[src/include/spi_word_macros.svh]
// width and depth constants for the SPI word target port
// include wherever word, counter or synchronizer sizes are needed
`ifndef SPI_WORD_MACROS_SVH
`define SPI_WORD_MACROS_SVH

// bits per SPI word, shifted MSB first
`define SPI_WORD_W 64

// bit counter width, holds 0..63 with headroom
`define SPI_CNT_W 7

// flops per pin in the input synchronizer
`define SPI_SYNC_STAGES 2

`endif

[src/verilog/spi_word_pkg.sv]
// shared types for the SPI word target port
// referenced by scoped name from the synchronizer, shifter and top level
`include "spi_word_macros.svh"

package spi_word_pkg;

  // one SPI word, either direction
  typedef logic [`SPI_WORD_W-1:0] word_t;

  // bits seen so far in the current word
  typedef logic [`SPI_CNT_W-1:0] bit_cnt_t;

  // synchronized pin levels plus one-clk event pulses
  typedef struct packed {
    logic sck_rise;   // sck went 0 -> 1
    logic sck_fall;   // sck went 1 -> 0
    logic cs_active;  // cs pin low
    logic cs_start;   // cs just fell
    logic copi;       // data bit from controller
  } spi_pins_t;

  // shifter FSM
  typedef enum logic {
    st_idle,
    st_shift
  } shift_state_t;

endpackage

[src/verilog/spi_pin_sync.sv]
// brings the async SCK, CS and COPI pins into the clk domain
// and turns them into edge pulses for the word shifter
`timescale 1ns/10ps
`include "spi_word_macros.svh"

module spi_pin_sync (
  input  logic                   clk,
  input  logic                   rst,
  input  logic                   sck,
  input  logic                   cs,    // active low
  input  logic                   copi,
  output spi_word_pkg::spi_pins_t pins
);

  // ########################################
  // synchronizer chains
  // ########################################
  logic [`SPI_SYNC_STAGES-1:0] sck_sync;
  logic [`SPI_SYNC_STAGES-1:0] cs_sync;
  logic [`SPI_SYNC_STAGES-1:0] copi_sync;

  logic sck_s;   // last stage outputs
  logic cs_s;
  logic copi_s;
  logic sck_prev; // one clk older than sck_s
  logic cs_prev;

  assign sck_s  = sck_sync[`SPI_SYNC_STAGES-1];
  assign cs_s   = cs_sync[`SPI_SYNC_STAGES-1];
  assign copi_s = copi_sync[`SPI_SYNC_STAGES-1];

  always_ff @(posedge clk) begin
    if (rst) begin
      sck_sync  <= '0;   // sck idles low in mode 0
      cs_sync   <= '1;   // deselected
      copi_sync <= '0;
      sck_prev  <= 1'b0;
      cs_prev   <= 1'b1;
    end else begin
      sck_sync  <= {sck_sync[`SPI_SYNC_STAGES-2:0], sck};
      cs_sync   <= {cs_sync[`SPI_SYNC_STAGES-2:0], cs};
      copi_sync <= {copi_sync[`SPI_SYNC_STAGES-2:0], copi};
      sck_prev  <= sck_s;
      cs_prev   <= cs_s;
    end
  end

  // ########################################
  // edge register, all fields aligned
  // ########################################
  always_ff @(posedge clk) begin
    if (rst) begin
      pins <= '0;
    end else begin
      pins.sck_rise  <= sck_s & ~sck_prev;
      pins.sck_fall  <= ~sck_s & sck_prev;
      pins.cs_active <= ~cs_s;
      pins.cs_start  <= ~cs_s & cs_prev;   // falling cs
      pins.copi      <= copi_s;
    end
  end

endmodule

[src/verilog/spi_word_shifter.sv]
// SPI mode 0 word engine that receives and sends 64-bit words MSB first
// runs off the event bundle from spi_pin_sync and gives one word strobe per 64 bits
`timescale 1ns/10ps
`include "spi_word_macros.svh"

module spi_word_shifter (
  input  logic                    clk,
  input  logic                    rst,
  input  spi_word_pkg::spi_pins_t pins,
  input  spi_word_pkg::word_t     word_send_data,
  output logic                    cipo,
  output logic                    word_received,
  output spi_word_pkg::word_t     word_data_received
);

  spi_word_pkg::shift_state_t state;
  spi_word_pkg::word_t        rx_reg;   // incoming bits with the newest in the LSB
  spi_word_pkg::word_t        tx_reg;   // outgoing bits with the MSB on the wire
  spi_word_pkg::bit_cnt_t     bit_cnt;  // rising edges seen in this word
  logic                       last_bit;

  assign last_bit = (bit_cnt == `SPI_CNT_W'(`SPI_WORD_W - 1));

  // tx msb drives the pin directly
  // tx_reg is zero whenever idle so the pin sits low
  assign cipo = tx_reg[`SPI_WORD_W-1];

  // ########################################
  // receive shift register
  // ########################################
  always_ff @(posedge clk) begin
    if (state == spi_word_pkg::st_shift && pins.cs_active && pins.sck_rise) begin
      rx_reg <= {rx_reg[`SPI_WORD_W-2:0], pins.copi};   // sample on rise
    end
  end

  // ########################################
  // FSM, counter, transmit path
  // ########################################
  always_ff @(posedge clk) begin
    if (rst) begin
      state              <= spi_word_pkg::st_idle;
      bit_cnt            <= '0;
      tx_reg             <= '0;
      word_received      <= 1'b0;
      word_data_received <= '0;
    end else begin
      word_received <= 1'b0;   // strobe lasts one cycle only

      case (state)
        spi_word_pkg::st_idle: begin
          if (pins.cs_start) begin
            state   <= spi_word_pkg::st_shift;
            tx_reg  <= word_send_data;   // msb out before first rise
            bit_cnt <= '0;
          end
        end

        spi_word_pkg::st_shift: begin
          if (!pins.cs_active) begin
            // deselected so any partial word is dropped
            state   <= spi_word_pkg::st_idle;
            tx_reg  <= '0;
            bit_cnt <= '0;
          end else if (pins.sck_rise) begin
            if (last_bit) begin
              bit_cnt            <= '0;
              word_received      <= 1'b1;
              word_data_received <= {rx_reg[`SPI_WORD_W-2:0], pins.copi};
              tx_reg             <= word_send_data;   // reload for back to back words
            end else begin
              bit_cnt <= bit_cnt + `SPI_CNT_W'(1);
            end
          end else if (pins.sck_fall && bit_cnt != '0) begin
            // no shift on the fall right after a word boundary
            // so the freshly loaded msb stays on the pin
            tx_reg <= {tx_reg[`SPI_WORD_W-2:0], 1'b0};
          end
        end

        default: begin
          state <= spi_word_pkg::st_idle;
        end
      endcase
    end
  end

  // ########################################
  // assertions
  // ########################################

  // strobe never stretches even with fast back-to-back words
  a_strobe_single: assert property (
    @(posedge clk) disable iff (rst)
    word_received |=> !word_received
  );

  // counter wraps at the word boundary
  a_cnt_range: assert property (
    @(posedge clk) disable iff (rst)
    bit_cnt < `SPI_CNT_W'(`SPI_WORD_W)
  );

  // pin quiet while not selected
  a_cipo_idle: assert property (
    @(posedge clk) disable iff (rst)
    (state == spi_word_pkg::st_idle) |-> !cipo
  );

endmodule

[src/verilog/spi_word_top.sv]
// top level of the SPI word target port
// pins in from the controller, word strobe and data out to local logic
`timescale 1ns/10ps

module spi_word_top (
  input  logic                clk,
  input  logic                rst,
  input  logic                sck,
  input  logic                cs,               // active low
  input  logic                copi,
  input  spi_word_pkg::word_t word_send_data,   // sampled at cs fall and word end
  output logic                cipo,
  output logic                word_received,    // one clk pulse per word
  output spi_word_pkg::word_t word_data_received
);

  // synchronized levels and edge events
  spi_word_pkg::spi_pins_t pins;

  // ########################################
  // pin synchronizer
  // ########################################
  spi_pin_sync sync_i (
    .clk  (clk),
    .rst  (rst),
    .sck  (sck),
    .cs   (cs),
    .copi (copi),
    .pins (pins)
  );

  // ########################################
  // word shifter
  // ########################################
  spi_word_shifter shifter_i (
    .clk                (clk),
    .rst                (rst),
    .pins               (pins),
    .word_send_data     (word_send_data),
    .cipo               (cipo),
    .word_received      (word_received),
    .word_data_received (word_data_received)
  );

endmodule

[config.mk]
export PLATFORM = sky130hd
export DESIGN_NAME = spi_word_top
export DESIGN_NICKNAME = d
export VERILOG_FILES = /design/src/verilog/spi_word_pkg.sv /design/src/verilog/spi_pin_sync.sv /design/src/verilog/spi_word_shifter.sv /design/src/verilog/spi_word_top.sv
export VERILOG_INCLUDE_DIRS = /design/src /design/src/include
export SDC_FILE = /design/constraint.sdc
export NUM_CORES = 1
export LEC_CHECK = 0
export BUFFER_PORTS_ARGS = -buffer_cell sky130_fd_sc_hd__buf_2
export CAP_MARGIN = 20
export CORE_AREA = 5 5 131 133
export DETAILED_ROUTE_END_ITERATION = 12
export DIE_AREA = 0 0 136 138
export PLACE_DENSITY = 0.77
export SETUP_SLACK_MARGIN = 0.4
export SYNTH_ARGS = -nofsm -noshare
export SYNTH_HDL_FRONTEND = slang
export SYNTH_SLANG_ARGS = --single-unit
[constraint.sdc]
create_clock -name clk -period 6.78 [get_ports clk]
set_input_delay 0 -clock clk [delete_from_list [all_inputs] [get_ports clk]]
set_output_delay 0 -clock clk [all_outputs]
set_load 0.02 [all_outputs]
==> results of run 1 <==
[final cells by class]
| type | count | area, sq um | share of cell area |
|---|---|---|---|
| clock buffers | 28 | 614 | 0.0577 |
| clock inverters | 12 | 120 | 0.0113 |
| inverters | 5 | 18.8 | 0.00176 |
| multi-input cells | 511 | 3290 | 0.309 |
| flip-flops and latches | 213 | 4890 | 0.460 |
| well taps | 216 | 270 | 0.0254 |
| repair buffers | 208 | 1430 | 0.134 |
[per-stage QoR]
stage / setup WS [ps] / utilization / hold slack, ps / cell area (sq um) / power [mW]
2_1_floorplan: 4000 / - / 104 / 8560 / 1.44
3_3_place_gp: 3790 / 0.585 / 186 / 9200 / 1.46
3_5_place_dp: 3840 / 0.587 / 194 / 9220 / 1.46
4_1_cts: 3840 / 0.676 / 5.87 / 10600 / 2.70
5_1_grt: 3720 / 0.677 / 37.0 / 10600 / 2.78
6_report: 3830 / 0.677 / 36.5 / 10600 / 2.68
[layer usage]
| layer | share of wire | vias to the layer above | global-route usage |
|---|---|---|---|
| li1 | - | 3031 | - |
| met1 | 0.45 | 2963 | 0.264 |
| met2 | 0.47 | 162 | 0.304 |
| met3 | 0.059 | 31 | 0.0366 |
| met4 | 0.017 | 0 | 0.0451 |
| met5 | 0 | - | 0 |
[what timing repair did]
| item | CTS | global route |
|---|---|---|
| hold endpoints to repair | 66 | 0 |
| hold buffers | 66 | 0 |
| resized for setup | 0 | 0 |
[logic make-up after synthesis]
group | after synthesis
adders and majority gates | 2
and+or+nand+nor | 302
xor gates and xnor gates | 3
DFF | 213
AOI/OAI and AO/OA | 140
buffers and inverters | 65
muxes | 64
[cells in the mapped netlist (2+ instances only)]
library cell,count,area [sq um]
dfxtp_1,150,3000
nand2_1,133,499
a21oi_1,70,350
nor2b_1,70,438
nor2_1,69,259
edfxtp_1,63,1890
a22oi_1,62,465
mux2_4,60,901
clkbuf_1,31,116
buf_2,13,65.1
buf_1,6,22.5
buf_12,6,120
inv_1,5,18.8
nand3_1,4,20.0
or2_2,4,25.0
and3b_1,3,26.3
mux2_2,3,33.8
nand2b_1,3,18.8
nor3b_1,3,22.5
xnor2_1,3,26.3
a31oi_1,2,12.5
and2_1,2,12.5
and3_1,2,12.5
buf_6,2,22.5
ha_1,2,25.0
o21ai_0,2,10.0
[worst max-delay path, stage by stage (launching register included)]
cell     delay [ps]
dfxtp_1         470
and3b_2         210
buf_4           570
nor2_4           90
o22ai_4         110
buf_4           870
mux2_2          430
[worst max path at each step]
stage | startpoint | cells past startpoint | endpoint | slack, ps
6_report | shifter_i.state | 6 | shifter_i.tx_reg[63] | 3830
5_1_grt | shifter_i.state | 6 | shifter_i.tx_reg[63] | 3720
4_1_cts | shifter_i.state | 6 | shifter_i.tx_reg[63] | 3840
3_5_place_dp | shifter_i.state | 6 | shifter_i.tx_reg[63] | 3840
3_3_place_gp | shifter_i.state | 6 | shifter_i.word_data_received[8] | 3790
2_1_floorplan | shifter_i.state | 8 | shifter_i.word_data_received[4] | 4000
[where the power goes]
part           total, mW  switching, mW  internal (mW)
Sequential          1.33        0.00787           1.32
Clock               1.20          0.484          0.720
Combinational      0.146         0.0624         0.0841
==> run_results.csv, run 1 <==
group,metric,value,unit
placed_design,gp_congestion,0.763,
logic_synthesis,synth_xor_area_frac,0.00307,
grt,grtUsageTotal,0.189,
power_and_ir_drop,power.leakage,4.43,nW
grt,grt_max_degree,118,
logic_synthesis,ys_types,42,
route,dr.pass1.iters,5,
timing,slew_headroom,0.235,
critical_path,endpoint_kind,"register",
power_and_ir_drop,p_per_area,251,nW/um^2
logic_synthesis,async_flop_share,0,
timing,setup_viol,0,
logic_synthesis,synthCells,789,
placed_design,dpl.cell_count,1086,
placed_design,hpwlAfterDp,9540,um
route,ant_nets,0,
final_layout,drive_gt1_frac,0.263,
critical_path,rr_startpoint,"shifter_i.state",
critical_path,crit_type,"register to register",
logic_synthesis,netlist_area,8560,sq um
grt,grt_pass1_wl,30000,um
logic_synthesis,yosys_warnings,0,
critical_path,worst_r2r_endpoint,"shifter_i.tx_reg[63]",
logic_synthesis,ys_ff_latch,213,
timing,fin_crit,2950,ps
route,via_per_inst,5.19,
critical_path,crit_path_start_kind,"register",
floorplan,fp.dieArea,18800,sq um
logic_synthesis,ys.flop_type,"dfxtp_1",
logic_synthesis,syn_nets,860,
route,drc,0,
floorplan,die_w,136,um
logic_synthesis,synthMuxAreaShare,0.110,
critical_path,r2r_cells,6,
hold_path,worstHoldStart,"word_send_data[63]",
final_layout,most-common-layout-cells,"dfxtp_1 (150), nand2_1 (133), buf_2 (133)",
hold_path,worstHoldEndpoint,"shifter_i.tx_reg[63]",
timing,period_share,0.435,
floorplan,die_height,138,um
timing,drv_slew,0,
timing,finClkSkew,7.72,ps
grt,overflow,0,
logic_synthesis,synth-simple-area-share,0.164,
final_layout,syn_to_final_growth,24.3,%
logic_synthesis,synth.avg_cell_area,10.8,sq um
timing,fmax,339,MHz
hold_path,holdPathStages,4,
outcome,status,"completed",
logic_synthesis,synth_compound_area_frac,0.104,
power_and_ir_drop,peakVddDrop,0.149,mV
final_layout,antennaDiodeCount,0,
route,drt_iter0_markers,401,
hold_path,hold_class,"input pin to register",
timing,tns,0,ps
cts,cts_tree,"done",
timing,grt_setup_unrepaired,"no",
final_layout,final_common_cell,"dfxtp_1",
logic_synthesis,synth_edf_count,63,
logic_synthesis,synth_top_family_by_area,"simple AND/OR/NAND/NOR gates",
grt,grt_pass1_vias,6037,
cts,htree_levels,1,
critical_path,critical_path_arrival,3330,ps
logic_synthesis,ys_seq_area_frac,0.572,
grt,grt_antenna_before_repair,0,
cts,clock_path_buffers,3,
floorplan,core,15700,sq um
timing,hold_violations,0,
critical_path,crit_path_max_fanout,67,
route,wl_per_cell,15.4,um
timing,worstMarginPinSlew,1150,ps
critical_path,rrSetupSlack,3830,ps
final_layout,final_cells,1193,
floorplan,io_pins,135,
cts,numCtsBuffers,22,
critical_path,required,7160,ps
cts,path_clk_slew,60,ps
final_layout,fill_cells,1203,
final_layout,nets,1032,
route,vias,6187,
cts,cts_setup_buffers,0,
floorplan,start_util,0.545,
cts,cts.sinks,213,
job,cap_violations,0,
route,routed_wl,18300,um
cts,root_buffer,"clkbuf_16",
logic_synthesis,synth_adder_area_share,0.00292,
placed_design,io_buffers,134,
cts,clk_latency,490,ps
floorplan,row_count,46,
Power figures use the tool's default switching activity.
==> run 2: changes to the inputs <==
- ABC_AREA: not set -> 1
- clock period: 6.78 -> 2.81 ns (I/O delays scaled with it)
==> run_results.csv, run 2 <==
group,metric,value,unit
logic_synthesis,synthCells,1017,
critical_path,critical_path_arrival,2320,ps
logic_synthesis,yosys_warnings,0,
hold_path,worstHoldEndpoint,"shifter_i.tx_reg[45]",
logic_synthesis,ys_types,24,
logic_synthesis,synth_compound_area_frac,0.119,
logic_synthesis,synth_adder_area_share,0.00291,
timing,setup_viol,0,
grt,overflow,0,
final_layout,drive_gt1_frac,0.160,
placed_design,io_buffers,134,
timing,worst_hold_slack,23.7,ps
cts,clock_path_buffers,3,
cts,cts_tree,"done",
critical_path,path_cells,"ha_1, nand3_1, inv_1, nand3_4, buf_4, o21ai_0, a21oi_1",
grt,grt_pass1_vias,6448,
critical_path,endpoint_kind,"register",
floorplan,row_count,46,
logic_synthesis,ys_top_cells_by_area,"dfxtp_1 (35%), edfxtp_1 (22%), nand3_1 (7.7%), a21oi_1 (7.7%), nand2_1 (6.6%)",
floorplan,fp.dieArea,18800,sq um
cts,path_clk_slew,60,ps
final_layout,most-common-layout-cells,"dfxtp_1 (150), nand2_1 (147), buf_2 (134)",
timing,fmax,514,MHz
cts,htree_levels,1,
route,wl_per_cell,13.3,um
route,via_per_inst,5.05,
final_layout,final_common_cell,"dfxtp_1",
hold_path,worstHoldStart,"word_send_data[45]",
logic_synthesis,synth-simple-area-share,0.231,
logic_synthesis,async_flop_share,0,
route,drc,0,
critical_path,crit_slowest_cell,"dfxtp_1",
critical_path,crit_path_max_fanout,40,
power_and_ir_drop,power.leakage,4.35,nW
floorplan,io_pins,135,
final_layout,syn_to_final_growth,25.0,%
logic_synthesis,netlist_top_cells_count,"dfxtp_1 (150), nand2_1 (150), nand3_1 (133)",
grt,grt_antenna_before_repair,1,
power_and_ir_drop,p_total,6.48,mW
power_and_ir_drop,p_per_area,603,nW/um^2
logic_synthesis,ys_ff_latch,213,
timing,fin_crit,1940,ps
job,cap_violations,0,
logic_synthesis,synth_top_family_by_area,"simple AND/OR/NAND/NOR gates",
cts,numCtsBuffers,22,
critical_path,rr_startpoint,"shifter_i.bit_cnt[1]",
logic_synthesis,synth_top_cell_area_share,0.349,
logic_synthesis,syn_nets,1088,
final_layout,utilization,0.684,
timing,slew_headroom,0.462,
timing,period_share,0.692,
route,routed_wl,18800,um
cts,cts.sinks,213,
critical_path,required,3180,ps
timing,drv_slew,0,
route,drt_iter0_markers,559,
grt,grt_pass1_wl,31100,um
timing,hold_violations,0,
floorplan,die_height,138,um
route,vias,7129,
final_layout,final_cells,1413,
timing,finClkSkew,19.2,ps
cts,root_buffer,"clkbuf_16",
logic_synthesis,netlist_area,8590,sq um
logic_synthesis,ys.flop_type,"dfxtp_1",
logic_synthesis,synth.avg_cell_area,8.45,sq um
timing,grt_setup_unrepaired,"no",
hold_path,hold_class,"input pin to register",
hold_path,holdPathStages,6,
logic_synthesis,synthMuxAreaShare,0,
grt,grt_max_degree,130,
route,ant_nets,0,
critical_path,r2r_cells,7,
logic_synthesis,synth_top_cell_by_area,"dfxtp_1",
timing,worstMarginPinSlew,807,ps
critical_path,rrSetupSlack,870,ps
critical_path,crit_path_start_kind,"register",
logic_synthesis,synth_edf_count,63,
critical_path,crit_type,"register to register",
logic_synthesis,ys_seq_area_frac,0.570,
placed_design,hpwlAfterDp,10800,um
critical_path,worst_r2r_endpoint,"shifter_i.word_data_received[49]",
timing,tns,0,ps
outcome,status,"completed",
power_and_ir_drop,peakVddDrop,0.464,mV
cts,clk_latency,490,ps
grt,grtUsageTotal,0.194,
placed_design,dpl.cell_count,1306,
critical_path,slowest_delay,370,ps
floorplan,die_w,136,um
route,dr.pass1.iters,5,
placed_design,gp_congestion,0.780,
floorplan,core,15700,sq um
final_layout,nets,1250,
logic_synthesis,synth_xor_area_frac,0.00102,
floorplan,start_util,0.547,
-- run 2: cell types whose count changed in the layout (fill, tap and decap cells not counted), moves of 6 or more --
cell | previous run | this run
a22oi_1 | 62 | 0
nor2b_1 | 70 | 0
buf_4 | 6 | 12
o21ai_0 | 2 | 68
nand3_1 | 3 | 132
nand2_1 | 133 | 147
nor2_1 | 69 | 87
mux2_4 | 60 | 0
a21oi_1 | 70 | 132
and2_1 | 2 | 27
and2_0 | 0 | 36
inv_1 | 4 | 80
-- run 2: per-stage QoR --
step,area [sq um],setup WS (ps)
floorplan,8600,414
CTS,10700,857
detailed placement,9390,881
finish,10700,866
global route,10700,638
global placement,9390,948
-- run 2: how the worst max path moves through the flow --
stage | startpoint | end | slack (ps)
final | shifter_i.bit_cnt[1] | shifter_i.word_data_received[49] | 870
after global placement | shifter_i.bit_cnt[1] | shifter_i.word_data_received[39] | 950
after floorplan | shifter_i.state | shifter_i.tx_reg[54] | 410
after global routing | shifter_i.bit_cnt[1] | shifter_i.word_data_received[52] | 640
after detailed placement | shifter_i.bit_cnt[1] | shifter_i.word_data_received[50] | 880
after CTS | shifter_i.bit_cnt[1] | shifter_i.word_data_received[49] | 860
-- run 2: where the power goes --
| part | switching, mW | internal (mW) |
|---|---|---|
| logic | 0.220 | 0.221 |
| clock network | 1.14 | 1.65 |
| registers | 0.0362 | 3.21 |
| total | 1.39 | 5.08 |
-- run 2: final cells by class --
class                   instances  area (sq um)
diodes                          2          5.00
repair buffers                215          1490
fillers                      1275          4970
clock inverters                 7          62.6
multi-input cells             644          3080
clock buffers                  33           633
well taps                     216           270
inverters                      83           313
flip-flops and latches        213          4890
-- run 2: metal layers --
layer,GRT usage,up-vias,part of all wire
met1,0.272,3255,0.45
met2,0.311,176,0.48
met5,0,-,0
li1,-,3657,-
met4,0.0599,0,0.026
met3,0.0272,41,0.044
-- run 2: timing repair --
action / CTS / global route
hold endpoints to repair: 73 / 0
hold buffers: 65 / 0
setup buffers: 0 / 0
gates resized for setup: 0 / 0
setup endpoints to repair: 0 / 0
-- run 2: cell families (layout without fill, tap and decap cells) --
group / Yosys count / in the layout
AND/OR/NAND/NOR: 439 / 439
flip-flops: 213 / 213
AO/OA/AOI/OAI: 202 / 202
buffers and inverters: 160 / 338
adder cells (fa/ha/maj): 2 / 2
XOR/XNOR: 1 / 1
other: 0 / 2
-- run 2: critical path, delay by kind of cell (launching register included) --
kind | cells | cell delay, ps
buffers and inverters | 2 | 510
AND/OR/NAND/NOR | 2 | 420
flip-flops | 1 | 370
AO/OA/AOI/OAI | 2 | 290
adder cells (fa/ha/maj) | 1 | 230
==> run 3: changes to the inputs <==
- ABC_AREA: 1 -> 0
- clock period: 2.81 -> 1.9 ns (I/O delays scaled with it)
==> run_results.csv, run 3 (same netlist as run 1, synthesis figures left out) <==
group,metric,value,unit
outcome,status,"completed",
timing,setup_viol,0,
grt,grt_max_degree,88,
floorplan,core,15700,sq um
power_and_ir_drop,peakVddDrop,0.506,mV
power_and_ir_drop,power.leakage,5.32,nW
power_and_ir_drop,p_per_area,814,nW/um^2
final_layout,most-common-layout-cells,"dfxtp_1 (144), buf_2 (133), nand2_1 (87)",
critical_path,worst_r2r_endpoint,"shifter_i.tx_reg[1]",
placed_design,hpwlAfterDp,10100,um
cts,clk_latency,490,ps
hold_path,hold_class,"input pin to register",
route,routed_wl,23700,um
placed_design,place_area,9490,sq um
timing,finClkSkew,6.37,ps
floorplan,die_w,136,um
critical_path,crit_type,"register to register",
cts,numCtsBuffers,22,
critical_path,cp_num_buf_inv,2,
timing,slew_headroom,0.542,
cts,cts.sinks,213,
floorplan,fp.dieArea,18800,sq um
floorplan,die_height,138,um
critical_path,cp_top_family,"flip-flops",
route,ant_nets,0,
final_layout,antennaDiodeCount,0,
final_layout,nets,1088,
critical_path,rr_startpoint,"shifter_i.bit_cnt[0]",
floorplan,row_count,46,
critical_path,crit_start,"shifter_i.bit_cnt[0]",
grt,grtUsageTotal,0.232,
critical_path,setup.worst_path.end,"shifter_i.tx_reg[1]",
power_and_ir_drop,p_total,10.1,mW
cts,clock_path_buffers,3,
final_layout,syn_to_final_growth,44.8,%
cts,htree_levels,1,
cts,root_buffer,"clkbuf_16",
floorplan,io_pins,135,
critical_path,crit_slowest_cell,"dfxtp_4",
cts,path_clk_slew,70,ps
critical_path,required,2280,ps
grt,grt_pass1_vias,6730,
final_layout,drive_gt1_frac,0.401,
timing,grt_setup_unrepaired,"yes",
critical_path,crit_path_max_fanout,8,
timing,worstMarginPinSlew,687,ps
timing,period_share,0.982,
grt,grt_pass1_wl,35600,um
critical_path,path_cells,"ha_4, and3_4, and2_4, o22ai_4, buf_12, clkbuf_16, mux2_4",
grt,grt_antenna_before_repair,0,
route,via_per_inst,5.42,
route,drt_iter0_markers,452,
route,wl_per_cell,19.0,um
timing,hold_violations,0,
critical_path,endpoint_kind,"register",
final_layout,final_common_cell,"dfxtp_1",
timing,layout_setup_ws,34.9,ps
timing,drv_slew,0,
critical_path,cp.depth,7,
timing,fin_crit,1870,ps
critical_path,r2r_cells,7,
timing,fmax,536,MHz
placed_design,gp_congestion,0.758,
final_layout,final_cells,1249,
final_layout,postLayoutCellArea,12400,sq um
placed_design,dp_slack,59.6,ps
critical_path,rrSetupSlack,30,ps
route,vias,6771,
floorplan,start_util,0.545,
critical_path,crit_path_start_kind,"register",
route,dr.pass1.iters,5,
critical_path,slowest_delay,370,ps
placed_design,io_buffers,134,
job,cap_violations,0,
route,drc,0,
critical_path,critical_path_arrival,2250,ps
timing,tns,0,ps
placed_design,dpl.cell_count,1099,
cts,cts_tree,"done",
grt,overflow,0,
-- run 3: changes by cell type in the layout (fill, tap and decap cells not counted), sizes merged, moves of 17 or more --
cell and change:
a21oi -62, nand2 -18, nor2b +70, nand3 -129, inv -76, nor2 -17
and2 -60, a22oi +62, buf +34, o21ai -66, mux2 +63
-- run 3: worst min-delay path by stage --
stage	from	to	cells after the start	slack (ps)
5_1_grt	cs	sync_i.cs_sync[0]	3	270
6_report	cs	sync_i.cs_sync[0]	3	260
4_1_cts	cs	sync_i.cs_sync[0]	3	200
3_5_place_dp	cs	sync_i.cs_sync[0]	2	190
2_1_floorplan	cs	sync_i.cs_sync[0]	1	100
3_3_place_gp	cs	sync_i.cs_sync[0]	2	180
-- run 3: stage by stage --
stage | hold slack (ps) | util
after floorplan | 104 | -
after global placement | 183 | 0.604
after detailed placement | 186 | 0.604
after CTS | 205 | 0.762
after global routing | 269 | 0.789
final | 257 | 0.789
-- run 3: routing by layer --
| metal | up-vias | global-route usage | share of wire |
|---|---|---|---|
| met5 | - | 0 | 0 |
| met4 | 0 | 0.0504 | 0.025 |
| met3 | 53 | 0.0345 | 0.065 |
| met2 | 277 | 0.408 | 0.51 |
| met1 | 3284 | 0.304 | 0.40 |
| li1 | 3157 | - | - |
-- run 3: what timing repair did --
| item | 4_1_cts | 5_1_grt |
|---|---|---|
| setup endpoints to repair | 131 | 133 |
| hold buffers | 70 | 0 |
| cloned | 14 | 6 |
| pin swaps | 19 | 3 |
| gates resized for setup | 104 | 62 |
| hold endpoints to repair | 71 | 0 |
| setup buffers | 17 | 3 |
-- run 3: final cells by class --
| class | instances | area [sq um] |
|---|---|---|
| Sequential cell | 213 | 4910 |
| Inverter | 5 | 22.5 |
| Clock inverter | 11 | 141 |
| Timing Repair Buffer | 264 | 2500 |
| Fill cell | 909 | 3320 |
| Multi-Input combinational cell | 511 | 3880 |
| Clock buffer | 29 | 671 |
| Tap cell | 216 | 270 |
-- run 3: tightest hold or removal path: cells and delay by family --
family / cells / cell delay, ps
buf+inv: 2 / 630
simple gates: 1 / 80
-- run 3: power by group --
part	total, mW	switching, mW	internal, mW
sequential	4.73	0.0299	4.70
combinational	0.626	0.264	0.362
clock	4.73	1.82	2.91
